## src/trace_defines.svh

```systemverilog
/*
 * Build constants for the retirement trace unit: lane count, record
 * FIFO depth, cycle stamp width and the Wishbone register map.
 * Include wherever one of these constants is needed.
 */
`ifndef TRACE_DEFINES_SVH
`define TRACE_DEFINES_SVH

// Retirement lanes of the core, lane 0 is the older one
`define TRACE_LANES 2

// Record entries held before new records are dropped
`define TRACE_FIFO_DEPTH 16

// Width of the free running cycle stamp
`define TRACE_CYCLE_W 32

// Wishbone word offsets
`define TRACE_REG_STATUS  3'd0
`define TRACE_REG_PC      3'd1
`define TRACE_REG_INSN    3'd2
`define TRACE_REG_INFO    3'd3
`define TRACE_REG_OPERAND 3'd4
`define TRACE_REG_CYCLE   3'd5
`define TRACE_REG_RDDATA  3'd6
`define TRACE_REG_POP     3'd7

`endif
```

## src/rv_isa_pkg.sv

```systemverilog
/*
 * RV32 instruction set types shared by the decoder and the trace record.
 * Holds the major opcodes, the fixed SYSTEM encodings and the class enum.
 */
`default_nettype none

package rv_isa_pkg;

  typedef logic [31:0] xlen_t;
  typedef logic [31:0] insn_t;
  typedef logic [4:0]  reg_addr_t;

  // Major opcodes, low two bits included
  typedef enum logic [6:0] {
    OPC_LOAD     = 7'h03,
    OPC_MISC_MEM = 7'h0f,
    OPC_OP_IMM   = 7'h13,
    OPC_AUIPC    = 7'h17,
    OPC_STORE    = 7'h23,
    OPC_OP       = 7'h33,
    OPC_LUI      = 7'h37,
    OPC_BRANCH   = 7'h63,
    OPC_JALR     = 7'h67,
    OPC_JAL      = 7'h6f,
    OPC_SYSTEM   = 7'h73
  } opcode_e;

  // funct7 values of the OP group
  localparam logic [6:0] F7_BASE   = 7'h00;
  localparam logic [6:0] F7_ALT    = 7'h20;
  localparam logic [6:0] F7_MULDIV = 7'h01;

  // SYSTEM encodings without a CSR access
  localparam insn_t INSN_ECALL  = 32'h0000_0073;
  localparam insn_t INSN_EBREAK = 32'h0010_0073;
  localparam insn_t INSN_MRET   = 32'h3020_0073;
  localparam insn_t INSN_DRET   = 32'h7b20_0073;
  localparam insn_t INSN_WFI    = 32'h1050_0073;

  typedef enum logic [3:0] {
    ALU_R, ALU_I, SHIFT_I, LUI, AUIPC, JAL, JALR, BRANCH,
    LOAD, STORE, CSR, MULDIV, FENCE, SYSTEM, INVALID
  } insn_class_e;

endpackage

`default_nettype wire

```

## src/trace_pkg.sv

```systemverilog
/*
 * Trace record types: access mask, cycle stamp, FIFO occupancy and the
 * packing of the INFO and STATUS words read over Wishbone.
 */
`default_nettype none

`include "trace_defines.svh"

package trace_pkg;

  typedef logic [3:0]                  access_mask_t;
  typedef logic [`TRACE_CYCLE_W-1:0]   cycle_t;
  typedef logic [4:0]                  fifo_cnt_t;
  typedef logic [15:0]                 ovf_cnt_t;

  localparam access_mask_t MASK_RS1 = 4'b0001;
  localparam access_mask_t MASK_RS2 = 4'b0010;
  localparam access_mask_t MASK_RD  = 4'b0100;
  localparam access_mask_t MASK_MEM = 4'b1000;

  // INFO is {zeros, class[22:19], mask[18:15], rd[14:10], rs1[9:5], rs2[4:0]}
  function automatic rv_isa_pkg::xlen_t info_word(rv_isa_pkg::insn_class_e cls,
      access_mask_t mask, rv_isa_pkg::reg_addr_t rd, rv_isa_pkg::reg_addr_t rs1,
      rv_isa_pkg::reg_addr_t rs2);
    return {9'b0, cls, mask, rd, rs1, rs2};
  endfunction

  // Overflow count on top, occupancy in the low byte
  function automatic rv_isa_pkg::xlen_t status_word(fifo_cnt_t cnt, ovf_cnt_t ovf);
    return {ovf, 8'b0, 3'b0, cnt};
  endfunction

endpackage

`default_nettype wire

```

## src/trace_ctrl.sv

```systemverilog
/*
 * Cycle stamp, lane admission with overflow counting, and the Wishbone
 * classic slave that reads the head record and pops it on request.
 */
`timescale 1ns/1ps
`default_nettype none

`include "trace_defines.svh"

module trace_ctrl (
  input  logic                     clk_i,
  input  logic                     rst_ni,
  input  logic [`TRACE_LANES-1:0]  retire_valid,
  input  trace_pkg::fifo_cnt_t     count,
  input  rv_isa_pkg::xlen_t        head_pc,
  input  rv_isa_pkg::xlen_t        head_insn,
  input  rv_isa_pkg::xlen_t        head_info,
  input  rv_isa_pkg::xlen_t        head_operand,
  input  rv_isa_pkg::xlen_t        head_cycle,
  input  rv_isa_pkg::xlen_t        head_rddata,
  input  logic                     wb_cyc,
  input  logic                     wb_stb,
  input  logic                     wb_we,
  input  logic [2:0]               wb_adr,
  input  rv_isa_pkg::xlen_t        wb_dat_w,
  output logic                     push0,
  output logic                     push1,
  output logic                     pop,
  output trace_pkg::cycle_t        cycle,
  output rv_isa_pkg::xlen_t        wb_dat_r,
  output logic                     wb_ack
);
  import rv_isa_pkg::*;
  import trace_pkg::*;

  localparam fifo_cnt_t DEPTH = fifo_cnt_t'(`TRACE_FIFO_DEPTH);
  localparam int        OVF_W = $bits(ovf_cnt_t);

  typedef enum logic {IDLE, ACK} wb_state_e;

  wb_state_e      state_q;
  wb_state_e      state_d;
  cycle_t         cycle_q;
  ovf_cnt_t       ovf_q;
  logic [1:0]     drops;
  logic [OVF_W:0] ovf_sum;
  logic           fifo_empty;
  logic           req;
  xlen_t          rd_mux;
  xlen_t          dat_q;

  //////////////////////////////////////////////////////////////////////
  // Admission, lane 1 only gets a slot left over by lane 0
  assign push0 = retire_valid[0] && (count < DEPTH);
  assign push1 = retire_valid[1] && ((count + fifo_cnt_t'(push0)) < DEPTH);

  assign drops   = {1'b0, retire_valid[0] & ~push0} + {1'b0, retire_valid[1] & ~push1};
  assign ovf_sum = {1'b0, ovf_q} + {{(OVF_W-1){1'b0}}, drops};

  //////////////////////////////////////////////////////////////////////
  // Wishbone slave
  assign fifo_empty = (count == '0);
  assign req        = wb_cyc && wb_stb && (state_q == IDLE);

  // Head leaves the FIFO on the same edge that raises ack
  assign pop = req && wb_we && (wb_adr == `TRACE_REG_POP) && !fifo_empty;

  always_comb begin : read_mux
    case (wb_adr)
      `TRACE_REG_STATUS:  rd_mux = status_word(count, ovf_q);
      `TRACE_REG_PC:      rd_mux = head_pc;
      `TRACE_REG_INSN:    rd_mux = head_insn;
      `TRACE_REG_INFO:    rd_mux = head_info;
      `TRACE_REG_OPERAND: rd_mux = head_operand;
      `TRACE_REG_CYCLE:   rd_mux = head_cycle;
      `TRACE_REG_RDDATA:  rd_mux = head_rddata;
      default:            rd_mux = '0;
    endcase
    // Record words of an empty FIFO read as zero
    if (fifo_empty && wb_adr != `TRACE_REG_STATUS) rd_mux = '0;
  end

  always_comb begin : next_state
    state_d = state_q;
    case (state_q)
      IDLE:    if (wb_cyc && wb_stb) state_d = ACK;
      ACK:     state_d = IDLE;
      default: state_d = IDLE;
    endcase
  end

  always_ff @(posedge clk_i) begin : ctrl_regs
    if (rst_ni) begin
      state_q <= IDLE;
      cycle_q <= '0;
      ovf_q   <= '0;
    end else begin
      state_q <= state_d;
      cycle_q <= cycle_q + 1'b1;
      ovf_q   <= ovf_sum[OVF_W] ? '1 : ovf_sum[OVF_W-1:0];
    end
  end

  always_ff @(posedge clk_i) begin : read_data
    if (req) dat_q <= rd_mux;
  end

  assign wb_ack   = (state_q == ACK);
  assign wb_dat_r = dat_q;
  assign cycle    = cycle_q;

endmodule

`default_nettype wire

```

## config.mk

```make
export PLATFORM = sky130hd
export DESIGN_NAME = trace_ctrl
export DESIGN_NICKNAME = d
export VERILOG_FILES = /design/src/rv_isa_pkg.sv /design/src/trace_pkg.sv /design/src/trace_ctrl.sv
export VERILOG_INCLUDE_DIRS = /design/src
export SDC_FILE = /design/constraint.sdc
export NUM_CORES = 1
export LEC_CHECK = 0
export BUFFER_PORTS_ARGS = -buffer_cell sky130_fd_sc_hd__buf_2
export CELL_PAD_IN_SITES_DETAIL_PLACEMENT = 0
export CELL_PAD_IN_SITES_GLOBAL_PLACEMENT = 1
export CORE_MARGIN = 10
export CORE_UTILIZATION = 31
export CTS_CLUSTER_SIZE = 10
export DETAILED_ROUTE_END_ITERATION = 7
export GPL_TIMING_DRIVEN = 0
export PLACE_DENSITY = 0.85
export SETUP_SLACK_MARGIN = 0.4
export SLEW_MARGIN = 20
export SYNTH_ARGS = -nofsm -noshare
export SYNTH_HDL_FRONTEND = slang
export SYNTH_SLANG_ARGS = --single-unit
export TNS_END_PERCENT = 50
```

## constraint.sdc

```tcl
create_clock -name clk_i -period 3.4 [get_ports clk_i]
set_input_delay 0.68 -clock clk_i [delete_from_list [all_inputs] [get_ports clk_i]]
set_output_delay 0.68 -clock clk_i [all_outputs]
set_load 0.01 [all_outputs]
```

After elaboration in Yosys (flattened, before gate mapping)
Cells that the tools add are included.
{ "totals": {"regBits": 81, "out_inout_bits": 68, "inputBits": 239, "word_cells": 38} }
{ "classes": {"bitwise_logic": 5, "addsub": 4, "mux": 4, "eq_ne": 7, "n_lt_le_gt_ge": 2, "reduce_logical": 12} }
{ "op_table": {"columns": ["cell", "n"], "rows": [
  ["$pmux W32 S7", 1],
  ["$add A32 B1 Y32 const B", 1],
  ["$add A16 B2 Y17", 1],
  ["$mux W16", 1],
  ["$eq A3 B3 Y1 const B", 4],
  ["$lt A5 B5 Y1 const B", 2],
  ["$logic_and A1 B1 Y1", 8],
  ["$eq A3 B2 Y1 const B", 2],
  ["$add A5 B1 Y5", 1],
  ["$logic_not A5 Y1", 1],
  ["$eq A3 B1 Y1 const B", 1],
  ["$logic_not A3 Y1", 1],
  ["$not A1 Y1", 3],
  ["$reduce_bool A3 Y1", 1],
  ["$add A1 B1 Y2", 1],
  ["$and A1 B1 Y1", 2],
  ["$pmux W1 S2", 1],
  ["$logic_not A1 Y1", 1],
  ["$mux W1", 1]
]} }

Longest topological paths before layout
{ "logic_depth": {"ltp_word": 10, "mapped_depth": 10, "ltp_nobuf": 9} }

Worst setup path before layout
OpenSTA, ideal clock, no wires.
{ "synth_path": {"kind": "input-to-output", "from": "input port wb_adr[0]", "to": "output port pop", "cell_stages": 5, "arrival_ns": 2.061, "t_required_ns": 2.720, "path_buffers": 3, "path_slack_ns": 0.659, "cell_sequence": "buf_1 -> clkbuf_1 -> clkbuf_1 -> nand4_1 -> nor3_1"} }
{ "synth_via": {"elab_chain_len": 3} }
{ "synth_rtl": {"columns": ["element", "line_no", "source"], "rows": [
  ["from (decl)", "trace_ctrl.sv:24", "input logic [2:0] wb_adr,"],
  ["$eq A3 B3 Y1 (no line)", null, null],
  ["$logic_and A1 B1 Y1 (2 in a row)", "trace_ctrl.sv:66", "assign pop = req && wb_we && (wb_adr == `TRACE_REG_POP) && !fifo_empty;"],
  ["to (decl)", "trace_ctrl.sv:28", "output logic pop,"]
]} }
Every way passes these cells.

Worst setup path in the final report
{ "layout_path": {"from": "input port wb_adr[2]", "to": "output port pop"} }
The elaborated chain is that of the path after synthesis.

==> flow_summary.ini <==
[synthesis]
yosysUniqueCellTypes = 51
avgSynthCellArea_sq_um = 9.212
ys_warn_count = 0
syn_inst = 557
yosys_most_used_dff = dfxtp_1
ys_ff_latch = 81
ys_seq_area_share_pct = 37.84
synth_area_leaders = dfxtp_1 (19%), edfxtp_1 (19%), a21oi_1 (5.9%)
syn_area_sq_mm = 0.005131
yosysTopAreaCell = dfxtp_1
synthArstFlopShare_pct = 0
synth-edff-count = 32
netlist.area_leader.share_pct = 19.12
syn-num-nets = 799

[worst_setup_path]
worstSetupEndpointType = output port
arrival_ns = 2.18
rr_endpoint = cycle[30]
cp_data_required_time_ns = 2.72
critPathKind = input port to output port
r2r_cells = 6
crit_start = wb_adr[2]
cp_max_fo = 10
r2r_start = cycle[0]
rrSetupSlack_ns = 1.01
crit_path_start_kind = input port

[floorplanning]
rows = 46
die_height_microns = 148.7
initial_utilization_pct = 31.95
fp.dieArea_sq_mm = 0.02210
io_pins = 307
die_width_microns = 148.7
core_area_sq_mm = 0.01606

[sta]
worst_pin_slew_ns = 0.9165
hold_ws_ns = 0.4833
slew_headroom_pct = 38.90
rsz0062_at_grt = true
period_share_pct = 84.22
hold_violations = 0
min_period_ns = 2.864
setup-tns-final_ns = 0
fmaxAchievable_mhz = 349.2
final.setup_skew_ns = 0.01111
slew_viol_final = 0
setup_viol = 0

[detailed_routing]
vias_per_cell = 5.371
drc = 0
drtPass1Iterations = 5
dr_total_vias = 5720
drtIter0Drc = 377
routedWlPerCell_microns = 21.66
routed_wl_microns = 23070
detail-route-antenna-nets = 0

[cts]
cts_tree = done
cts_buffers = 9
clk_pin_slew_ns = 0.06
cts_hold_buf = 0
cts_htree_levels = 3
cts_setup_buffers = 0
insertion_delay_ns = 0.35
root_buffer = clkbuf_16
cts.sinks = 81
clk_path_buf_depth = 2

[finish]
fin_nets = 1084
layout.cells.non_filler = 1065
drive_above_1_share_pct = 41.32
fillers = 1635
area_growth_pct = 38.58

[power_and_ir_drop]
powerDensity_mw_per_mm2 = 361.5
max-vdd-ir-drop_mv = 0.2582
finalPower_uw = 2570
p_leak_uw = 0.003001

[grt]
overflow = 0
grt_pass1_wl_microns = 34620
track_usage_pct = 20.42
antenna_found_initial = 4
grt_start_max_net_pins = 33
grt_pass1_vias = 5811

[placement]
portBuffers = 274
hpwl_microns = 18820
gp_congestion = 0.9416
dp.cells = 1047

[run]
drv_cap = 0

[outcome]
status = completed

[worst_hold_path]
hold_class = flop to flop
hp-start = cycle[0]
hold_path_end = cycle[0]
hold_depth = 1
sequential cells by signal, summed over array words and instances, names as in the netlist:
name / count
wb_ack: 1
wb_dat_r: 32
cycle: 32
ovf_q: 16
layer usage:
layer | part of all wire, % | track usage, % | wire length (microns) | vias up
li1 | - | - | - | 2711
met1 | 38 | 22.68 | 8786 | 2704
met2 | 50 | 35.10 | 11520 | 269
met3 | 9.8 | 7.797 | 2261 | 32
met4 | 2.1 | 6.591 | 476 | 4
met5 | 0.095 | 0 | 22 | -
power by group:
part | switching, uW | total [uW] | internal [uW]
clock network | 409 | 1020 | 614
registers | 13.6 | 1060 | 1050
logic | 255 | 484 | 229
per-stage QoR:
step           util, %  worst slack (ns)  instance area [sq um]
2_1_floorplan        -            0.6591                   5131
3_3_place_gp     42.18           -0.1736                   6773
3_5_place_dp     42.18           -0.1455                   6773
4_1_cts          44.20            0.4030                   7097
5_1_grt          44.28            0.3845                   7111
6_report         44.28            0.5364                   7111
cells in the mapped netlist, types with 13 or more instances:
cell and number:
mux2i_1 30, edfxtp_1 32, nand4_1 15, nand3_1 22, dfxtp_1 49, a21oi_1 60
o21ai_0 21, mux2_2 22, nand2_1 26, xnor2_1 13, a211oi_1 21, nor2_1 52
a22oi_1 14, clkbuf_1 25
final cells by class:
cell class	count	area [sq um]	share of cell area (%)
Multi-Input combinational cell	424	2982	41.93
Timing Repair Buffer	274	1371	19.29
Tap cell	216	270.3	3.801
Sequential cell	81	1942	27.31
Buffer	43	190.2	2.675
Clock buffer	14	300.3	4.223
Inverter	9	33.78	0.4751
Clock inverter	2	16.27	0.2288
Antenna cell	2	5.005	0.07039
critical path: stages:
cell	delay (ns)
buf_2	0.10
buf_2	0.28
buf_2	0.36
clkbuf_2	0.31
nand4_1	0.12
nor3_1	0.13
buf_2	0.19
how the worst max path moves through the flow:
stage                     slack, ns  end  cells past startpoint
after global routing           0.38  pop                      7
after detailed placement      -0.15  pop                      7
after CTS                      0.40  pop                      7
final                          0.54  pop                      7
after global placement        -0.17  pop                      7
after floorplan                0.66  pop                      5
cells by family after synthesis:
logic type	share of synthesized area, %
buf+inv	4.097
simple gates	18.82
flops	37.84
mux	15.29
compound gates	19.82
fa+ha+maj	0.8778
xor+xnor	3.243
what timing repair did:
item                                    4_1_cts  5_1_grt
gates resized for setup                       6        8
pin swaps                                     0        0
endpoints found under the setup margin        1       11
cell usage in the layout (no fill, tap or decap), types with 11 or more instances in the layout:
cell / synthesis / routed
edfxtp_1: 32 / 32
nand2_1: 26 / 26
a211oi_1: 21 / 21
nand4_1: 15 / 15
clkbuf_1: 25 / 20
o21ai_0: 21 / 21
nor2_1: 52 / 51
mux2_2: 22 / 22
clkbuf_16: 0 / 11
buf_2: 6 / 282
nand3_1: 22 / 22
a21oi_1: 60 / 60
dfxtp_1: 49 / 49
a22oi_1: 14 / 14
xnor2_1: 13 / 13
nor2b_1: 12 / 12
mux2i_1: 30 / 30
(Power assumes the default switching activity.)
