**src/trace_defines.svh**
```systemverilog
/*
 * Build constants for the retirement trace unit: lane count, record
 * FIFO depth, cycle stamp width and the Wishbone register map.
 * Include wherever one of these constants is needed.
 */
`ifndef TRACE_DEFINES_SVH
`define TRACE_DEFINES_SVH

// Retirement lanes of the core, lane 0 is the older one
`define TRACE_LANES 2

// Record entries held before new records are dropped
`define TRACE_FIFO_DEPTH 16

// Width of the free running cycle stamp
`define TRACE_CYCLE_W 32

// Wishbone word offsets
`define TRACE_REG_STATUS  3'd0
`define TRACE_REG_PC      3'd1
`define TRACE_REG_INSN    3'd2
`define TRACE_REG_INFO    3'd3
`define TRACE_REG_OPERAND 3'd4
`define TRACE_REG_CYCLE   3'd5
`define TRACE_REG_RDDATA  3'd6
`define TRACE_REG_POP     3'd7

`endif
```
**src/rv_isa_pkg.sv**
```systemverilog
/*
 * RV32 instruction set types shared by the decoder and the trace record.
 * Holds the major opcodes, the fixed SYSTEM encodings and the class enum.
 */
`default_nettype none

package rv_isa_pkg;

  typedef logic [31:0] xlen_t;
  typedef logic [31:0] insn_t;
  typedef logic [4:0]  reg_addr_t;

  // Major opcodes, low two bits included
  typedef enum logic [6:0] {
    OPC_LOAD     = 7'h03,
    OPC_MISC_MEM = 7'h0f,
    OPC_OP_IMM   = 7'h13,
    OPC_AUIPC    = 7'h17,
    OPC_STORE    = 7'h23,
    OPC_OP       = 7'h33,
    OPC_LUI      = 7'h37,
    OPC_BRANCH   = 7'h63,
    OPC_JALR     = 7'h67,
    OPC_JAL      = 7'h6f,
    OPC_SYSTEM   = 7'h73
  } opcode_e;

  // funct7 values of the OP group
  localparam logic [6:0] F7_BASE   = 7'h00;
  localparam logic [6:0] F7_ALT    = 7'h20;
  localparam logic [6:0] F7_MULDIV = 7'h01;

  // SYSTEM encodings without a CSR access
  localparam insn_t INSN_ECALL  = 32'h0000_0073;
  localparam insn_t INSN_EBREAK = 32'h0010_0073;
  localparam insn_t INSN_MRET   = 32'h3020_0073;
  localparam insn_t INSN_DRET   = 32'h7b20_0073;
  localparam insn_t INSN_WFI    = 32'h1050_0073;

  typedef enum logic [3:0] {
    ALU_R, ALU_I, SHIFT_I, LUI, AUIPC, JAL, JALR, BRANCH,
    LOAD, STORE, CSR, MULDIV, FENCE, SYSTEM, INVALID
  } insn_class_e;

endpackage

`default_nettype wire

```
**src/trace_pkg.sv**
```systemverilog
/*
 * Trace record types: access mask, cycle stamp, FIFO occupancy and the
 * packing of the INFO and STATUS words read over Wishbone.
 */
`default_nettype none

`include "trace_defines.svh"

package trace_pkg;

  typedef logic [3:0]                  access_mask_t;
  typedef logic [`TRACE_CYCLE_W-1:0]   cycle_t;
  typedef logic [4:0]                  fifo_cnt_t;
  typedef logic [15:0]                 ovf_cnt_t;

  localparam access_mask_t MASK_RS1 = 4'b0001;
  localparam access_mask_t MASK_RS2 = 4'b0010;
  localparam access_mask_t MASK_RD  = 4'b0100;
  localparam access_mask_t MASK_MEM = 4'b1000;

  // INFO is {zeros, class[22:19], mask[18:15], rd[14:10], rs1[9:5], rs2[4:0]}
  function automatic rv_isa_pkg::xlen_t info_word(rv_isa_pkg::insn_class_e cls,
      access_mask_t mask, rv_isa_pkg::reg_addr_t rd, rv_isa_pkg::reg_addr_t rs1,
      rv_isa_pkg::reg_addr_t rs2);
    return {9'b0, cls, mask, rd, rs1, rs2};
  endfunction

  // Overflow count on top, occupancy in the low byte
  function automatic rv_isa_pkg::xlen_t status_word(fifo_cnt_t cnt, ovf_cnt_t ovf);
    return {ovf, 8'b0, 3'b0, cnt};
  endfunction

endpackage

`default_nettype wire

```
**src/insn_decoder.sv**
```systemverilog
/*
 * Combinational decode of one retired RV32 instruction into its trace
 * class, register/memory access mask, register numbers and operand.
 */
`timescale 1ns/1ps
`default_nettype none

module insn_decoder (
  input  rv_isa_pkg::insn_t       insn,
  input  rv_isa_pkg::xlen_t       pc,
  input  rv_isa_pkg::xlen_t       pc_next,
  output rv_isa_pkg::insn_class_e insn_class,
  output trace_pkg::access_mask_t access,
  output rv_isa_pkg::reg_addr_t   rd,
  output rv_isa_pkg::reg_addr_t   rs1,
  output rv_isa_pkg::reg_addr_t   rs2,
  output rv_isa_pkg::xlen_t       operand
);
  import rv_isa_pkg::*;
  import trace_pkg::*;

  opcode_e      opcode;
  logic [2:0]   funct3;
  logic [6:0]   funct7;
  xlen_t        imm_i;
  xlen_t        imm_s;
  xlen_t        imm_b;
  access_mask_t mask_raw;

  assign opcode = opcode_e'(insn[6:0]);
  assign funct3 = insn[14:12];
  assign funct7 = insn[31:25];
  assign rd     = insn[11:7];
  assign rs1    = insn[19:15];
  assign rs2    = insn[24:20];

  assign imm_i = {{20{insn[31]}}, insn[31:20]};
  assign imm_s = {{20{insn[31]}}, insn[31:25], insn[11:7]};
  assign imm_b = {{19{insn[31]}}, insn[31], insn[7], insn[30:25], insn[11:8], 1'b0};

  //////////////////////////////////////////////////////////////////////
  // Class match, compressed words fall through to INVALID
  always_comb begin : classify
    insn_class = INVALID;
    if (insn[1:0] == 2'b11) begin
      case (opcode)
        OPC_LUI:   insn_class = LUI;
        OPC_AUIPC: insn_class = AUIPC;
        OPC_JAL:   insn_class = JAL;
        OPC_JALR:  if (funct3 == 3'd0) insn_class = JALR;
        OPC_BRANCH: begin
          if (funct3 != 3'd2 && funct3 != 3'd3) insn_class = BRANCH;
        end
        OPC_LOAD: begin
          if (funct3 inside {3'd0, 3'd1, 3'd2, 3'd4, 3'd5}) insn_class = LOAD;
        end
        OPC_STORE: if (funct3 < 3'd3) insn_class = STORE;
        OPC_OP_IMM: begin
          if (funct3 == 3'd1) begin
            if (funct7 == F7_BASE) insn_class = SHIFT_I;
          end else if (funct3 == 3'd5) begin
            if (funct7 inside {F7_BASE, F7_ALT}) insn_class = SHIFT_I;
          end else begin
            insn_class = ALU_I;
          end
        end
        OPC_OP: begin
          if (funct7 == F7_BASE) begin
            insn_class = ALU_R;
          end else if (funct7 == F7_ALT && funct3 inside {3'd0, 3'd5}) begin
            insn_class = ALU_R;
          end else if (funct7 == F7_MULDIV) begin
            insn_class = MULDIV;
          end
        end
        OPC_MISC_MEM: if (funct3 inside {3'd0, 3'd1}) insn_class = FENCE;
        OPC_SYSTEM: begin
          // funct3 of 0 and 4 carry no CSR access
          if (funct3 != 3'd0 && funct3 != 3'd4) begin
            insn_class = CSR;
          end else if (insn inside {INSN_ECALL, INSN_EBREAK, INSN_MRET, INSN_DRET,
                                    INSN_WFI}) begin
            insn_class = SYSTEM;
          end
        end
        default: insn_class = INVALID;
      endcase
    end
  end

  always_comb begin : mask_sel
    case (insn_class)
      ALU_R, MULDIV:       mask_raw = MASK_RS1 | MASK_RS2 | MASK_RD;
      ALU_I, SHIFT_I, JALR: mask_raw = MASK_RS1 | MASK_RD;
      LUI, AUIPC, JAL:     mask_raw = MASK_RD;
      BRANCH:              mask_raw = MASK_RS1 | MASK_RS2;
      LOAD:                mask_raw = MASK_RS1 | MASK_RD | MASK_MEM;
      STORE:               mask_raw = MASK_RS1 | MASK_RS2 | MASK_MEM;
      // Immediate CSR forms read no register
      CSR:                 mask_raw = insn[14] ? MASK_RD : (MASK_RD | MASK_RS1);
      default:             mask_raw = '0;
    endcase
  end

  // Writes to x0 are not traced as register writes
  assign access = (rd == '0) ? (mask_raw & ~MASK_RD) : mask_raw;

  always_comb begin : operand_sel
    case (insn_class)
      ALU_I, JALR, LOAD: operand = imm_i;
      STORE:             operand = imm_s;
      SHIFT_I:           operand = {27'b0, insn[24:20]};
      LUI, AUIPC:        operand = {12'b0, insn[31:12]};
      BRANCH:            operand = pc + imm_b;
      JAL:               operand = pc_next;
      CSR:               operand = {20'b0, insn[31:20]};
      default:           operand = '0;
    endcase
  end

endmodule

`default_nettype wire

```
**config.mk**
```make
export PLATFORM = sky130hd
export DESIGN_NAME = insn_decoder
export DESIGN_NICKNAME = d
export VERILOG_FILES = /design/src/rv_isa_pkg.sv /design/src/trace_pkg.sv /design/src/insn_decoder.sv
export VERILOG_INCLUDE_DIRS = /design/src
export SDC_FILE = /design/constraint.sdc
export NUM_CORES = 1
export LEC_CHECK = 0
export ABC_AREA = 1
export BUFFER_PORTS_ARGS = -buffer_cell sky130_fd_sc_hd__buf_2
export CAP_MARGIN = 20
export CORE_UTILIZATION = 51
export DETAILED_ROUTE_END_ITERATION = 16
export GPL_TIMING_DRIVEN = 1
export PLACE_DENSITY = 0.85
export RECOVER_POWER = 100
export SYNTH_ARGS = -nofsm -noshare
export SYNTH_HDL_FRONTEND = slang
export SYNTH_SLANG_ARGS = --single-unit
```
**constraint.sdc**
```tcl
create_clock -name vclk -period 2.75
set_clock_uncertainty 0.2 [all_clocks]
set_input_delay 0.1375 -clock vclk [all_inputs]
set_output_delay 0.1375 -clock vclk [all_outputs]
set_load 0.01 [all_outputs]
```
Yosys cells after proc, flatten, opt, wreduce, memory -nomap -nowiden

Index checks and enable logic that the tools add are counted.

Output and inout port bits: 55
Register bits: 0
Logic and storage cells: 77
Input port bits: 96

Mux-type cells: 20
Magnitude comparators: 1
Reductions and logical operators: 18
$add $sub $neg: 1
Equal/unequal tests: 37

Operators by type and width:

| kind                 | count |
|---|---|
| $pmux 32 s7          | 1 |
| $pmux 4 s11          | 1 |
| $mux 4               | 9 |
| $add 32x32->32       | 1 |
| $eq 32x21->1 const B | 1 |
| $eq 32x29->1 const B | 1 |
| $eq 32x30->1 const B | 1 |
| $eq 32x31->1 const B | 1 |
| $eq 32x7->1 const B  | 1 |
| $eq 7x6->1 const B   | 4 |
| $eq 7x7->1 const B   | 4 |
| $pmux 4 s7           | 1 |
| $eq 4x3->1 const B   | 4 |
| $eq 4x4->1 const B   | 4 |
| $mux 3               | 5 |
| $eq 7x5->1 const B   | 2 |
| $reduce_bool 5->1    | 2 |
| $reduce_or 3->1      | 3 |
| $eq 4x2->1 const B   | 2 |
| $eq 7x1->1 const B   | 1 |
| $eq 7x2->1 const B   | 1 |
| $eq 7x4->1 const B   | 1 |
| $logic_not 7->1      | 1 |
| $eq 3x3->1 const B   | 2 |
| 16 further kinds     | 23 |

Longest topological paths before layout

Gate-level depths: netlist (run 1).

Depth after elaboration: 11
Gate-level depth with buffers: 16
Mapped depth without buffers: 15

Worst setup path before layout (run 1)

No wires, ideal clock.

Path kind: input to output
Start point: in insn[8]
End point: out operand[17]
Stages: 13
Arrival: 1.766 ns
Path buffers: 0
Data required time: 2.413 ns
Setup slack: 0.647 ns
Path through: ha_1 -> fa_1 -> inv_1 -> o21ai_0 -> nand3_1 -> nand2_1 -> nand2_1 -> nand2_1 -> or2_2 -> nand3_1 -> o21ai_0 -> inv_1 -> nand3_2

Word-level cells in the longest chain between the ends: 9
Elaborated cells between the ends (all ways): 24
Classes of those cells: 1 x add/sub; 15 x eq/ne; 5 x mux; 3 x reduce/logical

Ends and longest elaborated chain:

| element                                            | line                | source |
|---|---|---|
| from (decl)                                        | insn_decoder.sv:9   | `input rv_isa_pkg::insn_t insn,` |
| $eq 32x7->1, or another cell as far along          | insn_decoder.sv:81  | `end else if (insn inside {INSN_ECALL, INSN_EBREAK, INSN_MRET, INSN_DRET,` |
| $reduce_bool 5->1                                  | insn_decoder.sv:81  |  |
| $mux 2                                             | insn_decoder.sv:81  |  |
| $mux 3                                             | insn_decoder.sv:79  | `if (funct3 != 3'd0 && funct3 != 3'd4) begin` |
| $pmux 4 s11                                        | insn_decoder.sv:46  | `case (opcode)` |
| $mux 4                                             | insn_decoder.sv:45  | `if (insn[1:0] == 2'b11) begin` |
| $eq 4x1->1, or another cell as far along           | insn_decoder.sv:109 | `case (insn_class)` |
| $reduce_or 3->1 or $reduce_or 2->1 (tied branches) | insn_decoder.sv:109 |  |
| $pmux 32 s7 (*)                                    | insn_decoder.sv:109 |  |
| to (decl)                                          | insn_decoder.sv:17  | `output rv_isa_pkg::xlen_t operand` |

Every way passes the cells marked *; elsewhere a longest branch is shown, timed or not.

Final worst setup path (run 1)

Start point: in insn[26]
End point: out operand[15]

Word-level cells in the longest chain between the ends: 10
Elaborated cells between the ends (all ways): 36
Classes of those cells: 1 x add/sub; 17 x eq/ne; 12 x mux; 6 x reduce/logical

Ends and longest elaborated chain:

| element                                             | line |
|---|---|
| branches (longest 9 deep; another with $eq 32x7->1) | - |
| $pmux 32 s7 (*)                                     | insn_decoder.sv:109 |

Every way passes the cells marked *.

==> metrics, run 1 <==
status=finished, final reports clean; antenna viol nets, final=0; area delta synth->final=21.7%; Total Routing Usage GR=0.369; fillers=701; most frequent cells in the layout=nand2_1, buf_2, nor2_1; post-route minimum period=2.62 ns; count of input and output buffers=~150; Cell Rows=30; nature of the critical path startpoint=primary input; DR WL/cell=15.7 um; vias in the first global route=4831; Seq/Total Area, Yosys=0; Final WS setup=roughly 0.13 ns; Max Clk Rate=381 MHz; Period Utilization, post-route=0.954; gr ovfl total=0; via count=approximately 5200; Yosys cell types=39; Die Width=~86 um; # clk buffers=0; Worst Max-Slew Pin Slew=0.542 ns; GPL Wtd Cong=just over 1; sequential cell count=0; P_leak=2.44 nW; Sequential Area=0 um^2; core area=6760 um^2; Power Density=between 150 and 200 nW/um^2; critical path data arrival time=between 2 and 2.5 ns; layout net count=940; fin util=0.643; CP top delay family=compound AO/OA/AOI/OAI gates; Max Slew Vio Count=0; Fin Setup TNS=0 ns; worst setup path start=insn[26]; Synth Cell Area=~3600 um^2; drt via density=5.85; hold_sp=insn[16]; Worst setup EP type=output pin; commonest non-fill, non-tap cell in the layout=nand2_1; Syn Nets=799; drt initial violations=~350; synthesized instance count=672; maxcap violations=0; XOR/XNOR share of the synthesized area=0.0221; Initial Util=0.528; Place WS=~0.0037 ns; proportion of synthesized area in mux cells=0; critical-path maximum fanout=5; hpwl dp=around 12000 um; Synth Area in Adders=0.111; Compound-Gate Fraction of Synth Area=0.187; Die Area=7330 um^2; Worst EP required=2.41 ns; simple-gate share of the synthesized area=0.553; most frequent CP cell=o21ai_0; worst hold path type=in -> out; worst hold slack=between 0.3 and 0.4 ns; Fin. Hold Viols=0; antenna violations before repair=0; DRT Pass-1 Iters=5; Avg Inst Size Synth=roughly 5.3 um^2; endpoints failing setup=0; Peak VDD IR=0.0000922 V; Slew HR=0.636; Syn. warnings=0; height of the die=approximately 86 um; largest family of logic cells by synthesized area=simple AND/OR/NAND/NOR gates; crit-path max cell delay=just under 0.4 ns; hold buffers post-CTS=0; slowest CP cell=o21ai_0; CP Cell Sequence=buf_2 > ha_1 > nand2_1 > o21ai_0 > nor2_2 > o21ai_0 > xnor2_1 > o21ai_0 > a21oi_1 > nand2_1 > buf_2; CP Class=in -> out; RSZ-0062 raised after global routing=no; postcts setup bufs=0; IO Pins=151; Antenna diodes=0; CP Buf/Inv Count=2; layout cells sized above 1=0.244; final wirelength=roughly 14000 um; global-route wire length before repair=around 22000 um; # DRC=0; largest net degree at the start of global routing=23
stage by stage:
stage	area, um^2	std cells	power, mW
final	4340	891	0.691
after global routing	4340	891	0.763
after CTS	4370	891	0.671
after detailed placement	4360	891	0.667
after global placement	4360	891	0.657
after floorplan	3570	672	0.435
final timing paths:
kind                     endpoint  depth (start not counted)
worst min-delay path       rs1[1]                          2
worst max-delay path  operand[15]                         11
timing repair:
item                                    CTS  global route
endpoints found under the setup margin    1            12
pin swaps                                 0             0
endpoints found under the hold margin     0             0
gates resized for setup                   1            11
gates cloned                              0             0
power breakdown:
group	internal (mW)	switching [mW]	leakage, nW
combinational	0.253	0.438	2.44
sequential	0	0	0
clock	0	0	0
cell type report:
class                      instances  area (um^2)  share of cell area
timing repair buffer             164          828               0.191
inverter                          74          278              0.0640
tap                               80          100              0.0231
multi-input combinational        573         3140               0.722
metal layers:
layer | vias up | GRT usage | share of wire
met3 | 52 | 0.0395 | 0.078
li1 | 2533 | - | -
met2 | 275 | 0.647 | 0.47
met5 | - | 0 | 0
met4 | 0 | 0.179 | 0.050
met1 | 2352 | 0.448 | 0.40
synth_stat cells:
master	instances	area, um^2
nand2_1	182	683
nor2_1	89	334
inv_1	61	229
nand3_1	59	295
a21oi_1	47	235
o21ai_0	37	185
ha_1	30	375
nand3_2	21	210
nand4_1	16	100
buf_4	15	113
inv_2	11	41.3
nor3_1	10	50.1
a221oi_1	9	78.8
nor2_2	9	56.3
or2_2	8	50.1
nand2_2	7	43.8
nand3b_1	7	52.6
clkbuf_1	6	22.5
nor2_4	6	67.6
xor2_1	6	52.6
a22oi_1	4	30.0
a31oi_1	4	25.0
buf_6	3	33.8
o21bai_1	3	22.5
xnor2_1	3	26.3
a22o_1	2	17.5
clkinv_1	2	7.51
o2111ai_1	2	17.5
o211ai_1	2	15.0
o21ai_1	2	10.0
a21o_1	1	7.51
and2_1	1	6.26
buf_1	1	3.75
fa_1	1	20.0
nand3_4	1	17.5
nor3b_1	1	7.51
o21a_1	1	7.51
o2bb2ai_1	1	8.76
o31ai_1	1	7.51
cells by family (layout without fill, tap and decap cells):
kind of cell    count (synthesis)  after routing
buf+inv                        99            238
simple gates                  417            417
fa+ha+maj                      31             31
compound gates                116            116
xor+xnor                        9              9
No activity file was read; power rests on OpenSTA's default activity.
==> run 2: changes to the inputs <==
Settings changed: CORE_MARGIN set to 3, CORE_UTILIZATION 51 to 30, PLACE_DENSITY 0.85 to unset.
==> metrics, run 2 (same netlist as run 1, synthesis figures left out) <==
Total Routing Usage GR=0.206 (-0.162); commonest non-fill, non-tap cell in the layout=nand2_1; worst hold path type=in -> out; Multi-input gate area=3140 um^2 (+0.12%); Max Clk Rate=383 MHz (+0.40%); maxcap violations=0 (unchanged); drt initial violations=289 (-18%); layout cells sized above 1=0.248 (+0.00339); hold buffers post-CTS=0 (unchanged); gr ovfl total=0 (unchanged); antenna violations before repair=0 (unchanged); # DRC=0 (unchanged); IO Pins=151 (unchanged); Worst EP required=2.41 ns (about the same); placed cell areas=4450 um^2 (+2.1%); Antenna diodes=0 (unchanged); largest net degree at the start of global routing=33 (+43%); GPL Wtd Cong=1.03 (-0.68%); nature of the critical path startpoint=primary input; final wirelength=14400 um (+2.9%); Period Utilization, post-route=0.950 (-0.00381); RSZ-0062 raised after global routing=no; power share of the sequential group=0 (unchanged); vias in the first global route=4553 (-5.8%); hpwl dp=12400 um (+5.0%); Power Total=689 uW (-0.26%); layout net count=941 (+0.11%); Initial Util=0.310 (-0.218); area delta synth->final=24.5%; Final WS setup=0.138 ns (+0.0105 ns); endpoints failing setup=0 (unchanged); most frequent cells in the layout=nand2_1, buf_2, nor2_1; critical-path maximum fanout=13 (+8); Comb power frac=1.000 (about the same); post-route minimum period=2.61 ns (-0.0105 ns); Sequential Area=0 um^2 (unchanged); Max Slew Vio Count=0 (unchanged); Cell Rows=39 (+30%); fillers=1344 (+92%); CP Class=in -> out; antenna viol nets, final=0 (unchanged); # clk buffers=0 (unchanged); Worst setup EP type=output pin; worst hold slack=0.310 ns (+0.00399 ns); Worst Max-Slew Pin Slew=0.635 ns (+0.0932 ns); status=finished, final reports clean; via count=4924 (-5.5%); global-route wire length before repair=22400 um (+1.2%); switching share of power=0.626 (-0.00751); DRT Pass-1 Iters=5 (unchanged); Place WS=0.0469 ns (+0.0432 ns); Power Density=155 nW/um^2 (-2.5%); height of the die=115 um (+34%); critical path data arrival time=2.27 ns (-0.02 ns); Die Area=13200 um^2 (+81%); Fin Setup TNS=0 ns (unchanged); Internal Power=258 uW (+1.8%); sw power=431 uW (-1.4%); Slew HR=0.576 (-0.0595); DR WL/cell=15.0 um (-4.0%); Fin. Hold Viols=0 (unchanged); Die Width=115 um (+34%); count of input and output buffers=151 (unchanged); drt via density=5.16 (-12%); core area=11500 um^2 (+70%); Peak VDD IR=0.0000746 V (-19%); sequential cell count=0 (unchanged); Clock Power Share=0 (unchanged); P_leak=2.46 nW (+0.73%); design area=4440 um^2 (+2.3%)
run 2: final cells by class:
type,count,share of cell area
Inverter,74,0.0625
Multi-Input combinational cell,573,0.707
Timing Repair Buffer,165,0.190
Tap cell,143,0.0403
run 2: power by group through the flow:
stage | Combinational (mW) | Clock (mW) | Sequential [mW]
final | 0.689 | 0 | 0
after global routing | 0.773 | 0 | 0
after floorplan | 0.435 | 0 | 0
after CTS | 0.681 | 0 | 0
after detailed placement | 0.678 | 0 | 0
after global placement | 0.682 | 0 | 0
run 2: path summary, 6_finish.rpt:
kind      from          end  slack [ns]  cells after the start
min   insn[19]       rs1[4]        0.31                      2
max   insn[31]  operand[22]        0.14                     13
run 2: timing repair:
action,4_1_cts,5_1_grt
setup buffers,0,1
endpoints found under the setup margin,0,24
gates resized for setup,0,12
run 2: stage by stage:
stage / util / std cells
6_report: 0.386 / 955
5_1_grt: 0.386 / 955
4_1_cts: 0.387 / 954
3_5_place_dp: 0.387 / 954
3_3_place_gp: 0.387 / 954
2_1_floorplan: - / 672
run 2: per-layer routing:
layer | GRT usage | routed length, um | vias to the layer above
met3 | 0.00737 | 696 | 22
met2 | 0.371 | 6890 | 170
met5 | 0 | 0 | -
met4 | 0.0383 | 282 | 0
met1 | 0.276 | 6480 | 2201
li1 | - | - | 2531
run 2: critical path: stages:
cell	delay [ns]
clkbuf_4	0.19
ha_1	0.32
buf_4	0.14
nand2_1	0.07
nor2_1	0.10
inv_1	0.07
nor3_1	0.37
o2111ai_1	0.31
nand3_1	0.16
nand2_1	0.06
nand3_1	0.12
nand3_2	0.08
buf_2	0.14
==> run 3: changes to the inputs <==
Settings changed: MAX_ROUTING_LAYER set to met4, SLEW_MARGIN set to 30.
==> metrics, run 3 (same netlist as run 1, synthesis figures left out) <==
final wirelength=14600 um (+1.9%); critical path data arrival time=2.32 ns (+0.05 ns); drt via density=5.19 (+0.63%); met1 wire length=6650 um (+2.6%); fin util=0.388 (+0.00272); Post-Layout Cell Count=959 (+0.42%); Worst Max-Slew Pin Slew=0.606 ns (-0.0290 ns); Sequential Area=0 um^2 (unchanged); Slew HR=0.596 (+0.0194); maxcap violations=0 (unchanged); # DRC=0 (unchanged); post-route minimum period=2.66 ns (+0.0474 ns); height of the die=115 um (unchanged); core area=11500 um^2 (unchanged); Die Width=115 um (unchanged); CP Class=in -> out; nature of the critical path startpoint=primary input; largest net degree at the start of global routing=20 (-39%); sequential cell count=0 (unchanged); Cells after DPL=958 (+0.42%); Max Slew Vio Count=0 (unchanged); Total Routing Usage GR=0.216 (+0.00969); Antenna diodes=0 (unchanged); Max Clk Rate=376 MHz (-1.8%); critical-path maximum fanout=8 (-5); # clk buffers=0 (unchanged); endpoints failing setup=0 (unchanged); hpwl dp=12600 um (+1.5%); IO Pins=151 (unchanged); Die Area=13200 um^2 (unchanged); via count=4976 (+1.1%); Worst setup EP type=output pin; met3 WL=716 um (+2.9%); Period Utilization, post-route=0.967 (+0.0172); Multi-input gate area=3140 um^2 (-0.12%); antenna violations before repair=0 (unchanged); Initial Util=0.310 (unchanged); most frequent cells in the layout=nand2_1, buf_2, nor2_1; Place WS=0.0668 ns (+0.0199 ns); status=finished, final reports clean; vias in the first global route=4541 (-0.26%); gr ovfl total=0 (unchanged); Final WS setup=0.0903 ns (-0.0474 ns); Peak VDD IR=0.0000791 V (+6.1%); area delta synth->final=25.4%; layout cells sized above 1=0.256 (+0.00859); commonest non-fill, non-tap cell in the layout=nand2_1; RSZ-0062 raised after global routing=yes; P_leak=2.49 nW (+1.5%); metal2 WL=7060 um (+2.4%); layout net count=945 (+0.43%); global-route wire length before repair=22700 um (+1.2%); DR WL/cell=15.2 um (+1.4%); Worst EP required=2.41 ns (about the same); DRT Pass-1 Iters=5 (unchanged); drt initial violations=323 (+12%); top sig layer=met4; antenna viol nets, final=0 (unchanged); Power Density=158 nW/um^2 (+1.7%); Fin. Hold Viols=0 (unchanged); worst hold path type=in -> out; Cell Rows=39 (unchanged); fillers=1336 (-0.60%); count of input and output buffers=151 (unchanged); GPL Wtd Cong=0.928 (-9.9%)
run 3: area by class of cell:
type | count | area share
Multi-Input combinational cell | 573 | 0.701
Timing Repair Buffer | 169 | 0.197
Tap cell | 143 | 0.0400
Inverter | 74 | 0.0621
run 3: final timing paths:
| kind | slack, ns | startpoint | depth (start not counted) | to |
|---|---|---|---|---|
| min | 0.32 | insn[23] | 2 | rs2[3] |
| max | 0.09 | insn[31] | 12 | operand[19] |
run 3: layer usage:
metal,vias to the layer above,track usage
met5,-,-
met4,0,0.0305
met3,14,0.00895
met2,153,0.372
met1,2263,0.288
li1,2546,-
run 3: power breakdown:
part	internal, mW	switching (mW)	leakage (nW)
Combinational	0.265	0.441	2.49
Sequential	0	0	0
Clock	0	0	0
Total	0.265	0.441	2.49
run 3: repair_timing:
item                       4_1_cts  5_1_grt
hold buffers                     0        0
hold endpoints to repair         0        0
buffers inserted                 0        1
setup endpoints to repair        0       15
gates resized for setup          0       14
run 3: worst max-delay path, cell delays in order:
cell	delay, ns
buf_2	0.17
ha_1	0.38
a21oi_1	0.28
o21ai_0	0.18
a21oi_1	0.19
o21ai_0	0.23
nand2_1	0.11
nand2_1	0.06
or2_2	0.27
nand3_1	0.10
nand3_2	0.08
buf_2	0.14
run 3: per-stage QoR:
stage	instance area (um^2)	TNS [ns]	hold slack [ns]	power, mW
after floorplan	3570	0	0.167	0.435
after global placement	4480	0	0.311	0.691
after detailed placement	4480	0	0.310	0.689
after CTS	4480	0	0.311	0.692
after global routing	4470	-0.0169	0.321	0.786
final	4470	0	0.318	0.706
